<file path="src/hdl/game_pkg.sv">
package game_pkg;

	//////////////////////////////////////////////////////////////////////
	// display geometry
	//////////////////////////////////////////////////////////////////////

	localparam int CELL_W    = 8;                             // bits per character cell
	localparam int ROW_CELLS = 16;                            // cells per display row

	localparam logic [1:0] ROW_GAME  = 2'd0;                  // objects and umbrella
	localparam logic [1:0] ROW_SCORE = 2'd1;                  // two score digits

	// cell 0 sits in the top bits, so row[i] is cell i
	typedef logic [0:ROW_CELLS-1][CELL_W-1:0] row_t;

	typedef struct packed {
		logic [1:0] row;                                      // target row index
		row_t       data;                                     // full row image
	} disp_wr_t;

	//////////////////////////////////////////////////////////////////////
	// glyph codes
	//////////////////////////////////////////////////////////////////////

	localparam logic [CELL_W-1:0] GLYPH_NONE     = 8'h20;   // ascii space
	localparam logic [CELL_W-1:0] GLYPH_RAIN     = 8'h01;   // cgram slot 1
	localparam logic [CELL_W-1:0] GLYPH_BOLT     = 8'h02;   // cgram slot 2
	localparam logic [CELL_W-1:0] GLYPH_UMBRELLA = 8'h03;   // cgram slot 3
	localparam logic [CELL_W-1:0] GLYPH_DIGIT0   = 8'h30;   // ascii '0', '1'..'9' follow

	//////////////////////////////////////////////////////////////////////
	// game types
	//////////////////////////////////////////////////////////////////////

	typedef enum logic [1:0] {
		MODE_IDLE = 2'd0,                                     // game parked
		MODE_RAIN = 2'd1                                      // rainfall running
	} mode_t;

	// keypad scan codes, only 1 and 7 pick a side
	typedef enum logic [3:0] {
		KEY_0 = 4'h0, KEY_1 = 4'h1, KEY_2 = 4'h2, KEY_3 = 4'h3,
		KEY_4 = 4'h4, KEY_5 = 4'h5, KEY_6 = 4'h6, KEY_7 = 4'h7,
		KEY_8 = 4'h8, KEY_9 = 4'h9, KEY_A = 4'ha, KEY_B = 4'hb,
		KEY_C = 4'hc, KEY_D = 4'hd, KEY_E = 4'he, KEY_F = 4'hf
	} key_t;

	typedef enum logic {
		OBJ_RAIN = 1'b0,                                      // catch it
		OBJ_BOLT = 1'b1                                       // dodge it
	} obj_kind_t;

	// bit 1 kind, bit 0 lane, same layout as the random pair
	typedef struct packed {
		obj_kind_t kind;
		logic      left;                                      // 1 = left lane
	} obj_t;

	//////////////////////////////////////////////////////////////////////
	// random source
	//////////////////////////////////////////////////////////////////////

	localparam logic [15:0] LFSR_SEED = 16'hace1;             // any nonzero value
	localparam logic [15:0] LFSR_TAPS = 16'hd008;             // x^16+x^15+x^13+x^4+1

endpackage

</file>
<file path="src/hdl/rand_lfsr.sv">
`timescale 1ns/1ns

module rand_lfsr (
	input  logic           clk,
	input  logic           rst_n,
	input  logic           take,                           // game consumed rnd
	output game_pkg::obj_t rnd
);
	import game_pkg::*;

	logic [15:0] state;                                       // galois shift register

	// right-shifting galois form, feedback from bit 0
	always_ff @(posedge clk or negedge rst_n)
	begin
		if (!rst_n)
			state <= LFSR_SEED;
		else if (take)                                         // step only per hit
			state <= {1'b0, state[15:1]} ^ (state[0] ? LFSR_TAPS : 16'h0000);
	end

	assign rnd = state[1:0];                                  // kind, lane

	// a zero state would lock the sequence forever
	a_state_nonzero: assert property (
		@(posedge clk) disable iff (!rst_n)
		state != 16'h0000
	) else $error("lfsr state reached zero");

endmodule

</file>
<file path="src/hdl/rainfall_game.sv">
`timescale 1ns/1ns

module rainfall_game (
	input  logic               clk,
	input  logic               rst_n,
	input  game_pkg::mode_t    mode,
	input  logic               key_valid,              // one-cycle key strobe
	input  game_pkg::key_t     key,
	input  game_pkg::obj_t     rnd,                    // next object candidate
	output logic               take,                   // rnd consumed this cycle
	output logic               point,                  // one-cycle hit strobe
	output logic               game_req,               // row 0 write request
	output game_pkg::disp_wr_t game_wr
);
	import game_pkg::*;

	mode_t mode_q;                                            // previous mode
	logic  entry;                                             // first cycle in rain mode
	logic  active;                                            // keys count
	logic  side_key;                                          // key 1 or key 7
	logic  key_left;
	logic  hit;
	logic  strike;                                            // side key while active

	obj_t  q0, q1, q2;                                        // q0 is judged next
	obj_t  q0_n, q1_n, q2_n;
	logic  umb_vis, umb_left;                                 // umbrella drawn, and where
	logic  umb_vis_n, umb_left_n;
	logic  req_n;

	//////////////////////////////////////////////////////////////////////
	// row image helpers
	//////////////////////////////////////////////////////////////////////

	function automatic logic [2*CELL_W-1:0] obj_cells(obj_t o);
		logic [CELL_W-1:0] g;
		g = (o.kind == OBJ_BOLT) ? GLYPH_BOLT : GLYPH_RAIN;
		return o.left ? {g, GLYPH_NONE} : {GLYPH_NONE, g};   // left cell first
	endfunction

	function automatic logic [2*CELL_W-1:0] umb_cells(logic vis, logic left);
		if (!vis)
			return {GLYPH_NONE, GLYPH_NONE};                  // no side chosen yet
		return left ? {GLYPH_UMBRELLA, GLYPH_NONE} : {GLYPH_NONE, GLYPH_UMBRELLA};
	endfunction

	//////////////////////////////////////////////////////////////////////
	// hit judgement
	//////////////////////////////////////////////////////////////////////

	assign entry    = (mode == MODE_RAIN) && (mode_q != MODE_RAIN);
	assign active   = (mode == MODE_RAIN) && (mode_q == MODE_RAIN);
	assign key_left = (key == KEY_1);
	assign side_key = (key == KEY_1) || (key == KEY_7);
	assign strike   = active && key_valid && side_key;

	// rain wants the same side, bolt wants the other one
	assign hit  = side_key && (key_left == (q0.left ^ (q0.kind == OBJ_BOLT)));
	assign take = strike && hit;                              // shift pulls a new rnd

	//////////////////////////////////////////////////////////////////////
	// next state
	//////////////////////////////////////////////////////////////////////

	always_comb
	begin
		q0_n       = q0;
		q1_n       = q1;
		q2_n       = q2;
		umb_vis_n  = umb_vis;
		umb_left_n = umb_left;
		req_n      = 1'b0;
		if (entry)
		begin
			q2_n      = rnd;                                  // fresh fill, no take
			q1_n      = {rnd.left, rnd.kind};                 // bits swapped
			q0_n      = {rnd.kind, 1'b0};                     // kind only, right lane
			umb_vis_n = 1'b0;
			req_n     = 1'b1;
		end
		else if (strike)
		begin
			if (hit)
			begin
				q0_n = q1;                                    // advance the queue
				q1_n = q2;
				q2_n = rnd;
			end
			umb_vis_n  = 1'b1;
			umb_left_n = key_left;
			req_n      = 1'b1;                                // redraw on miss too
		end
	end

	always_ff @(posedge clk or negedge rst_n)
	begin
		if (!rst_n)
		begin
			mode_q   <= MODE_IDLE;
			q0       <= '0;
			q1       <= '0;
			q2       <= '0;
			umb_vis  <= 1'b0;
			umb_left <= 1'b0;
			point    <= 1'b0;
			game_req <= 1'b0;
		end
		else
		begin
			mode_q   <= mode;
			q0       <= q0_n;
			q1       <= q1_n;
			q2       <= q2_n;
			umb_vis  <= umb_vis_n;
			umb_left <= umb_left_n;
			point    <= take;
			game_req <= req_n;
		end
	end

	// image tracks the next state, sampled only with game_req
	always_ff @(posedge clk)
	begin
		game_wr.row  <= ROW_GAME;
		game_wr.data <= {GLYPH_NONE, obj_cells(q2_n), GLYPH_NONE,
		                 GLYPH_NONE, obj_cells(q1_n), GLYPH_NONE,
		                 GLYPH_NONE, obj_cells(q0_n), GLYPH_NONE,
		                 GLYPH_NONE, umb_cells(umb_vis_n, umb_left_n), GLYPH_NONE};
	end

	a_take_keyed: assert property (
		@(posedge clk) disable iff (!rst_n)
		take |-> key_valid
	) else $error("take without a key strobe");

	// point lags the judging cycle by one
	a_point_in_rain: assert property (
		@(posedge clk) disable iff (!rst_n)
		point |-> ($past(mode) == MODE_RAIN)
	) else $error("point scored outside rain mode");

endmodule

</file>
<file path="src/hdl/score_keeper.sv">
`timescale 1ns/1ns

module score_keeper (
	input  logic               clk,
	input  logic               rst_n,
	input  game_pkg::mode_t    mode,
	input  logic               point,                  // hit strobe from the game
	output logic               score_req,              // row 1 write request
	output game_pkg::disp_wr_t score_wr
);
	import game_pkg::*;

	mode_t       mode_q;
	logic        entry;                                       // score clears here
	logic [3:0]  tens, units;                                 // bcd digits
	logic [3:0]  tens_n, units_n;

	assign entry = (mode == MODE_RAIN) && (mode_q != MODE_RAIN);

	// bcd increment, 99 rolls to 00
	always_comb
	begin
		tens_n  = tens;
		units_n = units;
		if (entry)
		begin
			tens_n  = 4'd0;
			units_n = 4'd0;
		end
		else if (point)
		begin
			if (units == 4'd9)
			begin
				units_n = 4'd0;                               // carry into tens
				tens_n  = (tens == 4'd9) ? 4'd0 : tens + 4'd1;
			end
			else
				units_n = units + 4'd1;
		end
	end

	always_ff @(posedge clk or negedge rst_n)
	begin
		if (!rst_n)
		begin
			mode_q    <= MODE_IDLE;
			tens      <= 4'd0;
			units     <= 4'd0;
			score_req <= 1'b0;
		end
		else
		begin
			mode_q    <= mode;
			tens      <= tens_n;
			units     <= units_n;
			score_req <= entry || point;                      // redraw on every change
		end
	end

	// digits sit in the two rightmost cells
	always_ff @(posedge clk)
	begin
		score_wr.row  <= ROW_SCORE;
		score_wr.data <= {{(ROW_CELLS-2){GLYPH_NONE}},
		                  GLYPH_DIGIT0 + {4'd0, tens_n},
		                  GLYPH_DIGIT0 + {4'd0, units_n}};
	end

	a_bcd_range: assert property (
		@(posedge clk) disable iff (!rst_n)
		(tens <= 4'd9) && (units <= 4'd9)
	) else $error("score digit out of bcd range");

endmodule

</file>
<file path="src/hdl/disp_arbiter.sv">
`timescale 1ns/1ns

module disp_arbiter (
	input  logic                     clk,
	input  logic                     rst_n,
	input  logic [1:0]               req,              // per-writer strobes
	input  game_pkg::disp_wr_t [1:0] wr_in,
	output logic                     disp_we,          // one-cycle write strobe
	output game_pkg::disp_wr_t       disp_wr
);
	import game_pkg::*;

	logic     [1:0] slot_vld;                                 // pending slot full
	disp_wr_t [1:0] slot_data;                                // pending payloads
	logic     [1:0] full;                                     // slot or new request
	disp_wr_t [1:0] cand;                                     // latest value per port
	logic           last;                                     // port that won last
	logic           win;
	logic     [1:0] grant;

	//////////////////////////////////////////////////////////////////////
	// merge and pick
	//////////////////////////////////////////////////////////////////////

	always_comb
	begin
		for (int i = 0; i < 2; i++)
		begin
			full[i] = slot_vld[i] | req[i];
			cand[i] = req[i] ? wr_in[i] : slot_data[i];       // newer value overwrites
		end
	end

	always_comb
	begin
		if (full[0] && full[1])
			win = ~last;                                      // alternate on contention
		else
			win = full[1];
		grant = 2'b00;
		if (|full)
			grant[win] = 1'b1;
	end

	//////////////////////////////////////////////////////////////////////
	// state and output register
	//////////////////////////////////////////////////////////////////////

	always_ff @(posedge clk or negedge rst_n)
	begin
		if (!rst_n)
		begin
			slot_vld <= 2'b00;
			last     <= 1'b1;                                 // port 0 wins first tie
			disp_we  <= 1'b0;
		end
		else
		begin
			slot_vld <= full & ~grant;                        // loser keeps waiting
			disp_we  <= |grant;
			if (|grant)
				last <= win;
		end
	end

	always_ff @(posedge clk)
	begin
		slot_data <= cand;
		if (|grant)
			disp_wr <= cand[win];
	end

	a_grant_onehot: assert property (
		@(posedge clk) disable iff (!rst_n)
		$onehot0(grant)
	) else $error("more than one grant");

	a_grant_full: assert property (
		@(posedge clk) disable iff (!rst_n)
		(grant & ~full) == 2'b00
	) else $error("grant to an empty slot");

endmodule

</file>
<file path="src/hdl/game_top.sv">
`timescale 1ns/1ns

module game_top (
	input  logic               clk,
	input  logic               rst_n,
	input  game_pkg::mode_t    mode,
	input  logic               key_valid,
	input  game_pkg::key_t     key,
	output logic               point,
	output logic               disp_we,
	output game_pkg::disp_wr_t disp_wr
);
	import game_pkg::*;

	logic     take;                                           // game pulls a new object
	obj_t     rnd;
	logic     game_req, score_req;
	disp_wr_t game_wr, score_wr;

	rand_lfsr u_lfsr (
		.clk   (clk),
		.rst_n (rst_n),
		.take  (take),
		.rnd   (rnd)
	);

	rainfall_game u_game (
		.clk       (clk),
		.rst_n     (rst_n),
		.mode      (mode),
		.key_valid (key_valid),
		.key       (key),
		.rnd       (rnd),
		.take      (take),
		.point     (point),
		.game_req  (game_req),
		.game_wr   (game_wr)
	);

	score_keeper u_score (
		.clk       (clk),
		.rst_n     (rst_n),
		.mode      (mode),
		.point     (point),
		.score_req (score_req),
		.score_wr  (score_wr)
	);

	// port 0 game row, port 1 score row
	disp_arbiter u_arb (
		.clk     (clk),
		.rst_n   (rst_n),
		.req     ({score_req, game_req}),
		.wr_in   ({score_wr, game_wr}),
		.disp_we (disp_we),
		.disp_wr (disp_wr)
	);

endmodule

</file>
<file path="config.mk">
export PLATFORM = sky130hd
export DESIGN_NAME = game_top
export DESIGN_NICKNAME = d
export VERILOG_FILES = /design/src/hdl/game_pkg.sv /design/src/hdl/rand_lfsr.sv /design/src/hdl/rainfall_game.sv /design/src/hdl/score_keeper.sv /design/src/hdl/disp_arbiter.sv /design/src/hdl/game_top.sv
export SDC_FILE = /design/constraint.sdc
export NUM_CORES = 1
export LEC_CHECK = 0
export BUFFER_PORTS_ARGS = -buffer_cell sky130_fd_sc_hd__buf_2
export CORE_MARGIN = 3
export CORE_UTILIZATION = 30
export CTS_CLUSTER_DIAMETER = 50
export DETAILED_ROUTE_END_ITERATION = 8
export GPL_ROUTABILITY_DRIVEN = 0
export PLACE_DENSITY_LB_ADDON = 0.2
export SYNTH_ARGS = -nofsm -noshare
export SYNTH_HDL_FRONTEND = slang
export SYNTH_SLANG_ARGS = --single-unit
</file>
<file path="constraint.sdc">
create_clock -name clk -period 4.3 [get_ports clk]
set_clock_uncertainty 0.05 [all_clocks]
set_input_delay 0.43 -clock clk [delete_from_list [all_inputs] [get_ports clk]]
set_output_delay 0.43 -clock clk [all_outputs]
set_load 0.1 [all_outputs]
</file>
After elaboration in Yosys (flattened, before gate mapping) --
Index checks and enable logic that the tools add are counted.
Storage, ports and cells: register bits after elaboration 511, bits of input ports 9, output and inout port bits 132, word-level logic and storage cells 147
Operators by class: add/subtract/negate cells 4, magnitude comparators 2, equal/unequal tests 8, mux-type cells 35, bitwise operators 7, reduce and logical (&&, ||, !) cells 12
Operators by type and width (number):
- $mux W130 | 4
- $mux W4 | 7
- $mux W2 | 13
- $mux W16 | 1
- $xor A15 B16 Y16 | 1
- $add A6 B4 Y7 const A | 2
- $mux W14 | 1
- $add A4 B1 Y4 const B | 2
- $eq A4 B4 Y1 const B | 2
- $logic_and A1 B1 Y1 | 8
- $mux W1 | 8
- $eq A2 B1 Y1 const B | 2
- $eq A4 B1 Y1 const B | 1
- $eq A4 B3 Y1 const B | 1
- $reduce_or A2 Y1 | 2
- $and A2 B2 Y2 | 1
- $logic_or A1 B1 Y1 | 2
- $lt A1 B2 Y1 const B | 1
- $ne A2 B1 Y1 const B | 1
- $not A2 Y2 | 1
- $or A1 B1 Y1 | 2
- $demux W1 S1 | 1
- $eq A1 B1 Y1 | 1
- $ge A1 B1 Y1 const B | 1
- other kinds (2) | 2

Depth between registers and ports, before layout --
depth after elaboration 10, depth in mapped cells 7, depth with buffers taken out 5

Cells and area by module --
Synthesis repeated with hierarchy kept, for this count alone.
Second synthesis, totals: cell total of the unflattened synthesis 1287, area total of the unflattened synthesis 19049.5 um^2
By module, submodules not included:
- disp_arbiter | times used 1, cells each 836, area an instance 14662.8 um^2, sequential area each 9210.1 um^2
- rainfall_game | times used 1, cells each 228, area an instance 2129.5 um^2, sequential area each 740.7 um^2
- score_keeper | times used 1, cells each 181, area an instance 1586.5 um^2, sequential area each 435.4 um^2
- rand_lfsr | times used 1, cells each 42, area an instance 670.6 um^2, sequential area each 410.4 um^2

Least setup slack after synthesis --
OpenSTA, ideal clock, no wires.
path kind register to register, start reg u_game.game_req, end reg u_arb.disp_wr[0] (netlist name), library setup time 1137 ps, arrival time 2903 ps, required time 3113 ps, path slack 210 ps, stages on the path, launching flop included 5, path buffers 2, period minus slack after synthesis 4090 ps, cells stage by stage dfrtp_1 buf_6 clkbuf_1 nor2_1 nand2_1
On the way: word-level cells in the longest chain between the ends 9, elaborated cells on any way between the ends 11, those cells by class order compare: 2; mux: 4; bitwise: 1; reduce/logical: 4
Ends and longest elaborated chain:
- start, declared | line rainfall_game.sv:12 | output logic game_req,
- start signal, assigned | line rainfall_game.sv:117 | game_req <= req_n;
- $or A1 B1 Y1 * | line disp_arbiter.sv:29 | full[i] = slot_vld[i] | req[i];
- $logic_and A1 B1 Y1 | line disp_arbiter.sv:36 | if (full[0] && full[1])
- $mux W1 | line disp_arbiter.sv:36
- $lt A1 B2 Y1 (implied by the code) or $ge A1 B1 Y1 (tied branches) | line disp_arbiter.sv:42 | grant[win] = 1'b1;
- $logic_and A1 B1 Y1 (implied by the code) | line disp_arbiter.sv:42
- $mux W1 (implied by the code) | line disp_arbiter.sv:42
- $demux W1 S1
- $mux W2 * | line disp_arbiter.sv:41 | if (|full)
- $reduce_or A2 Y1 * | line disp_arbiter.sv:69 | if (|grant)
Mark *: on every way between the ends. The rest lies on a longest branch, timed or not. A chain may end at the register's enable or synchronous reset.

Worst setup path after layout --
start reg u_score.score_req, end reg u_arb.disp_wr[117] (netlist name)
On the way: word-level cells in the longest chain between the ends 5, elaborated cells on any way between the ends 6, those cells by class mux: 4; bitwise: 1; reduce/logical: 1
Ends and longest elaborated chain:
- start, declared | line score_keeper.sv:8 | output logic score_req,
- start signal, assigned | line score_keeper.sv:56 | score_req <= entry || point;
- $or A1 B1 Y1 | line disp_arbiter.sv:29
- $logic_and A1 B1 Y1 | line disp_arbiter.sv:36
- $mux W1 | line disp_arbiter.sv:36
- $mux W130 (implied by the code) * (2 in series) | line disp_arbiter.sv:70 | disp_wr <= cand[win];
Mark *: on every way between the ends. The rest lies on a longest branch, timed or not. The select of a mux whose other input is x is not followed.

==> metrics list <==
- Synth Flop Type: dfxtp_1
- Across all setup checks in the final design, the least slack found is 1.506 ns.
- On the critical path, the stage with the largest delay is an instance of o21ai_4.
- Final antenna-violating net count: 0
- The worst setup path is launched from a flip-flop.
- In this run the mean area of a mapped cell was 13.76 µm².
- Area inside the core boundary: 50,380 µm²
* Initial antenna violation count: 0
* Fin crit share: 64.98%
* Syn Std Cell Area: 15,340 µm²
* Insertion delay to the later sink of the worst-skew pair: between 0.5 and 0.6 ns
- The pre-antenna-repair detailed-routing pass consisted of 4 iterations.
- After synthesis, the netlist uses 56 different library cells.
* Die width: 232.1 µm
* Post-CTS resize count: 0
* Critical path required time: roughly 4.6 ns
- After routing the design area is 18,640 µm².
- STA classifies the critical path endpoint as a flip-flop.
- CTS tree: yes
- Slew Viols, Final: 0
- Transition time of the tightest slew-check pin: roughly 1 ns
- Dpl cell area: 16,740 µm²
* Critical Path Source: u_score.score_req
- The clock drives 461 sinks.
* Critical Path Fanout Max: 65
- Bufs on Longest Clock Path: 3
- Maximum clock frequency: 357.9 MHz
- Arrival @ worst endpoint: slightly above 3 ns
- The first global-routing pass estimated around 46 mm of wire.
- Post-synthesis register bit count: 461
* Fraction of the core area covered by cells at the end of the flow: 37.00%
* Initial core utilization: 30.45%
* Worst reg2reg path startpoint: u_score.score_req
* Number of placed cells counting well taps: 1,883
- Walking the worst path, the cells encountered are o21ai_4, buf_4, mux2_2.
- Following the worst setup path forward leads to its endpoint at u_arb.disp_wr[117].
- Across the run, the number of max-cap violations was 0.
* Total DRC errors in the routed layout: 0
- The number of global-route vias before repair was between 8,000 and 9,000.
- EDFF count, synth: 130
- In this run the number of cells on the critical path is 3.
- # setup viols final: 0
* Total Neg Setup Slack: 0 ns
- Number of violations reported at the end of detailed-routing iteration 0: 365
* Largest net degree at the start of global routing: 79
- Cell count after synthesis: 1,115
- During placement, the flow inserted port buffers numbering 140.
- The clock period could shrink to about 2.8 ns.
- Count of pins on the block boundary: 141
- Leakage: 7.671 nW
- Layout filler cell count: 4,796
* Number of post-CTS setup repair buffers: 0
- Total number of H-tree levels: 2
- Count of buffer and inverter cells on the critical path: 1
- For this run, the post-layout net count is 1,279.
* R2r endpoint: u_arb.disp_wr[117]
* Final routed wire length divided by cell count: 14.92 µm
- Power spread over the standard cell area amounts to 568.3 nW/µm².
- Number of placement rows: just over 80
* Seq/Total Area, Yosys: between 70% and 80%
* Sum of overflow across all layers after global routing: 0
* Worst Hold Slack: about 0.13 ns
- Num CTS Buffers: between 50 and 60
* Non-filler instance count after layout: about 2,000
* Die ar.: approximately 54,000 µm²
- Number of endpoints with negative hold slack in the final report: 0
- Number of cells traversed by the worst register-to-register path: 3
* Total via count in the routed design: ~8,000
* Clock transition at the registers of the reported paths: 0.06 ns
- Unrepaired setup endpoints after global routing: no
- The repair_antennas step left the layout with diodes totalling 0.
- Relative to the synthesized area, the layout overhead comes to 21.52%.
- Number of nets in the synthesized netlist: 1,124
- The tree is rooted in a clkbuf_16.
- The critical path in this run is classified as flip-flop to flip-flop.
- The flow ran to the end, and the final reports show no timing, DRC or antenna violations.
* Dpl hpwl: 16.97 mm
* Largest delay share family, worst path: compound AO/OA/AOI/OAI gates
- For this run, the number of Yosys warnings is 0.
- Die extent in y: roughly 230 µm
- Of all flip-flops after synthesis, the portion carrying an async set or reset was 8.894%.
- Mean number of vias per cell: 4.015
- Power comes to 10.59 mW.
- For flop-to-flop paths, the worst setup slack is 1.51 ns.
* Placement-stage worst setup slack: between 1 and 1.5 ns
- The largest single stage delay on the critical path is 0.88 ns.
* Total track usage: 10.88%
* Worst min path class: input pin to flip-flop
- Worst relative slew slack: 32.42%
- Overall routed net length: 29.65 mm
* Peak ir drop on the vdd network: 0.2856 mV
- Fraction of final layout cells with drive strength greater than 1: around a third
-- area by class of cell --
class	instances	area [µm²]	area share (%)
Sequential cell	461	10750	57.70
Multi-Input combinational cell	591	4280	22.96
Clock buffer	85	1630	8.747
Timing Repair Buffer	155	870.8	4.672
Tap cell	672	840.8	4.511
Clock inverter	17	236.5	1.269
Inverter	7	26.28	0.1410
-- logic make-up after synthesis --
kind of cell,Yosys count,share of synthesized area [%]
XOR/XNOR,10,0.7424
flip-flops,461,70.06
buffers and inverters,63,2.194
AND/OR/NAND/NOR,385,14.02
AO/OA/AOI/OAI,44,1.811
multiplexers,152,11.17
-- synth_stat cells (4+ instances only) --
cell type,count,area share (%)
buf_6,10,0.73
dfxtp_1,290,38
inv_1,7,0.17
or2_2,28,1.1
mux2i_1,4,0.26
dfstp_2,9,1.5
mux2_2,146,11
dfrtp_1,32,5.2
xnor2_1,7,0.40
nor2_1,58,1.4
a21oi_1,8,0.26
o21ai_0,15,0.49
buf_2,11,0.36
nor2b_1,208,8.5
nand3_1,8,0.26
clkbuf_1,32,0.78
nand2_1,60,1.5
edfxtp_1,130,25
o21ai_1,4,0.13
-- what timing repair did --
item                       4_1_cts  5_1_grt
hold endpoints to repair        34        0
hold buffers                     3        0
setup endpoints to repair        0        0
-- tightest hold or removal path, stage by stage --
cell     delay (ns)
buf_2          0.08
nor2b_1        0.05
nand3_1        0.10
nand2_1        0.06
-- per-layer routing --
layer	vias up	global-route usage (%)	share of wire, %
li1	4070	-	-
met1	3724	15.48	50
met2	136	16.15	44
met3	51	2.797	4.3
met4	0	3.486	2.3
met5	-	0	0
-- placed cells by master, fill, tap and decap left out, types with 4 or more instances in the layout --
cell type,Yosys,layout
buf_2,11,140
edfxtp_1,130,130
buf_4,3,8
clkbuf_8,0,12
nor2_1,58,58
mux2_2,146,146
o21ai_0,15,15
inv_1,7,7
bufinv_16,0,4
clkbuf_1,32,17
nor2b_1,208,206
dfxtp_1,290,290
clkbuf_16,0,56
buf_12,0,4
dfstp_2,9,9
o21ai_1,4,4
nand3_1,8,8
or2_2,28,28
inv_6,0,7
a21oi_1,8,8
nand2_1,60,59
dfrtp_1,32,30
xnor2_1,7,7
mux2i_1,4,4
-- flip-flops by register name, indices dropped and copies added, names as in the netlist, 2 cells and up --
signal and flops:
u_game.q2 2, u_game.q0 2, u_arb.slot_data 260, u_score.tens 4, u_game.q1 2, u_score.score_wr 8
u_game.game_wr 22, u_score.units 4, u_lfsr.state 16, u_score.mode_q 2, u_arb.disp_wr 130, u_arb.slot_vld 2
-- worst min-delay path by stage --
stage,end,slack (ns),cells past startpoint,startpoint
3_3_place_gp,u_arb.slot_data[142],0.36,1,u_arb.slot_data[142]
4_1_cts,u_game.umb_left,0.09,4,key[3]
3_5_place_dp,u_arb.slot_data[151],0.36,1,u_arb.slot_data[151]
5_1_grt,u_game.umb_left,0.13,4,key[3]
6_report,u_game.umb_left,0.13,4,key[3]
2_1_floorplan,u_arb.disp_we,0.08,0,rst_n
-- where the power goes --
group	switching [mW]	total [mW]	internal, mW
Clock	1.79	4.66	2.87
Sequential	0.0791	4.73	4.66
Combinational	1.00	1.20	0.195
Total	2.87	10.6	7.72
(Power assumes the default switching activity.)
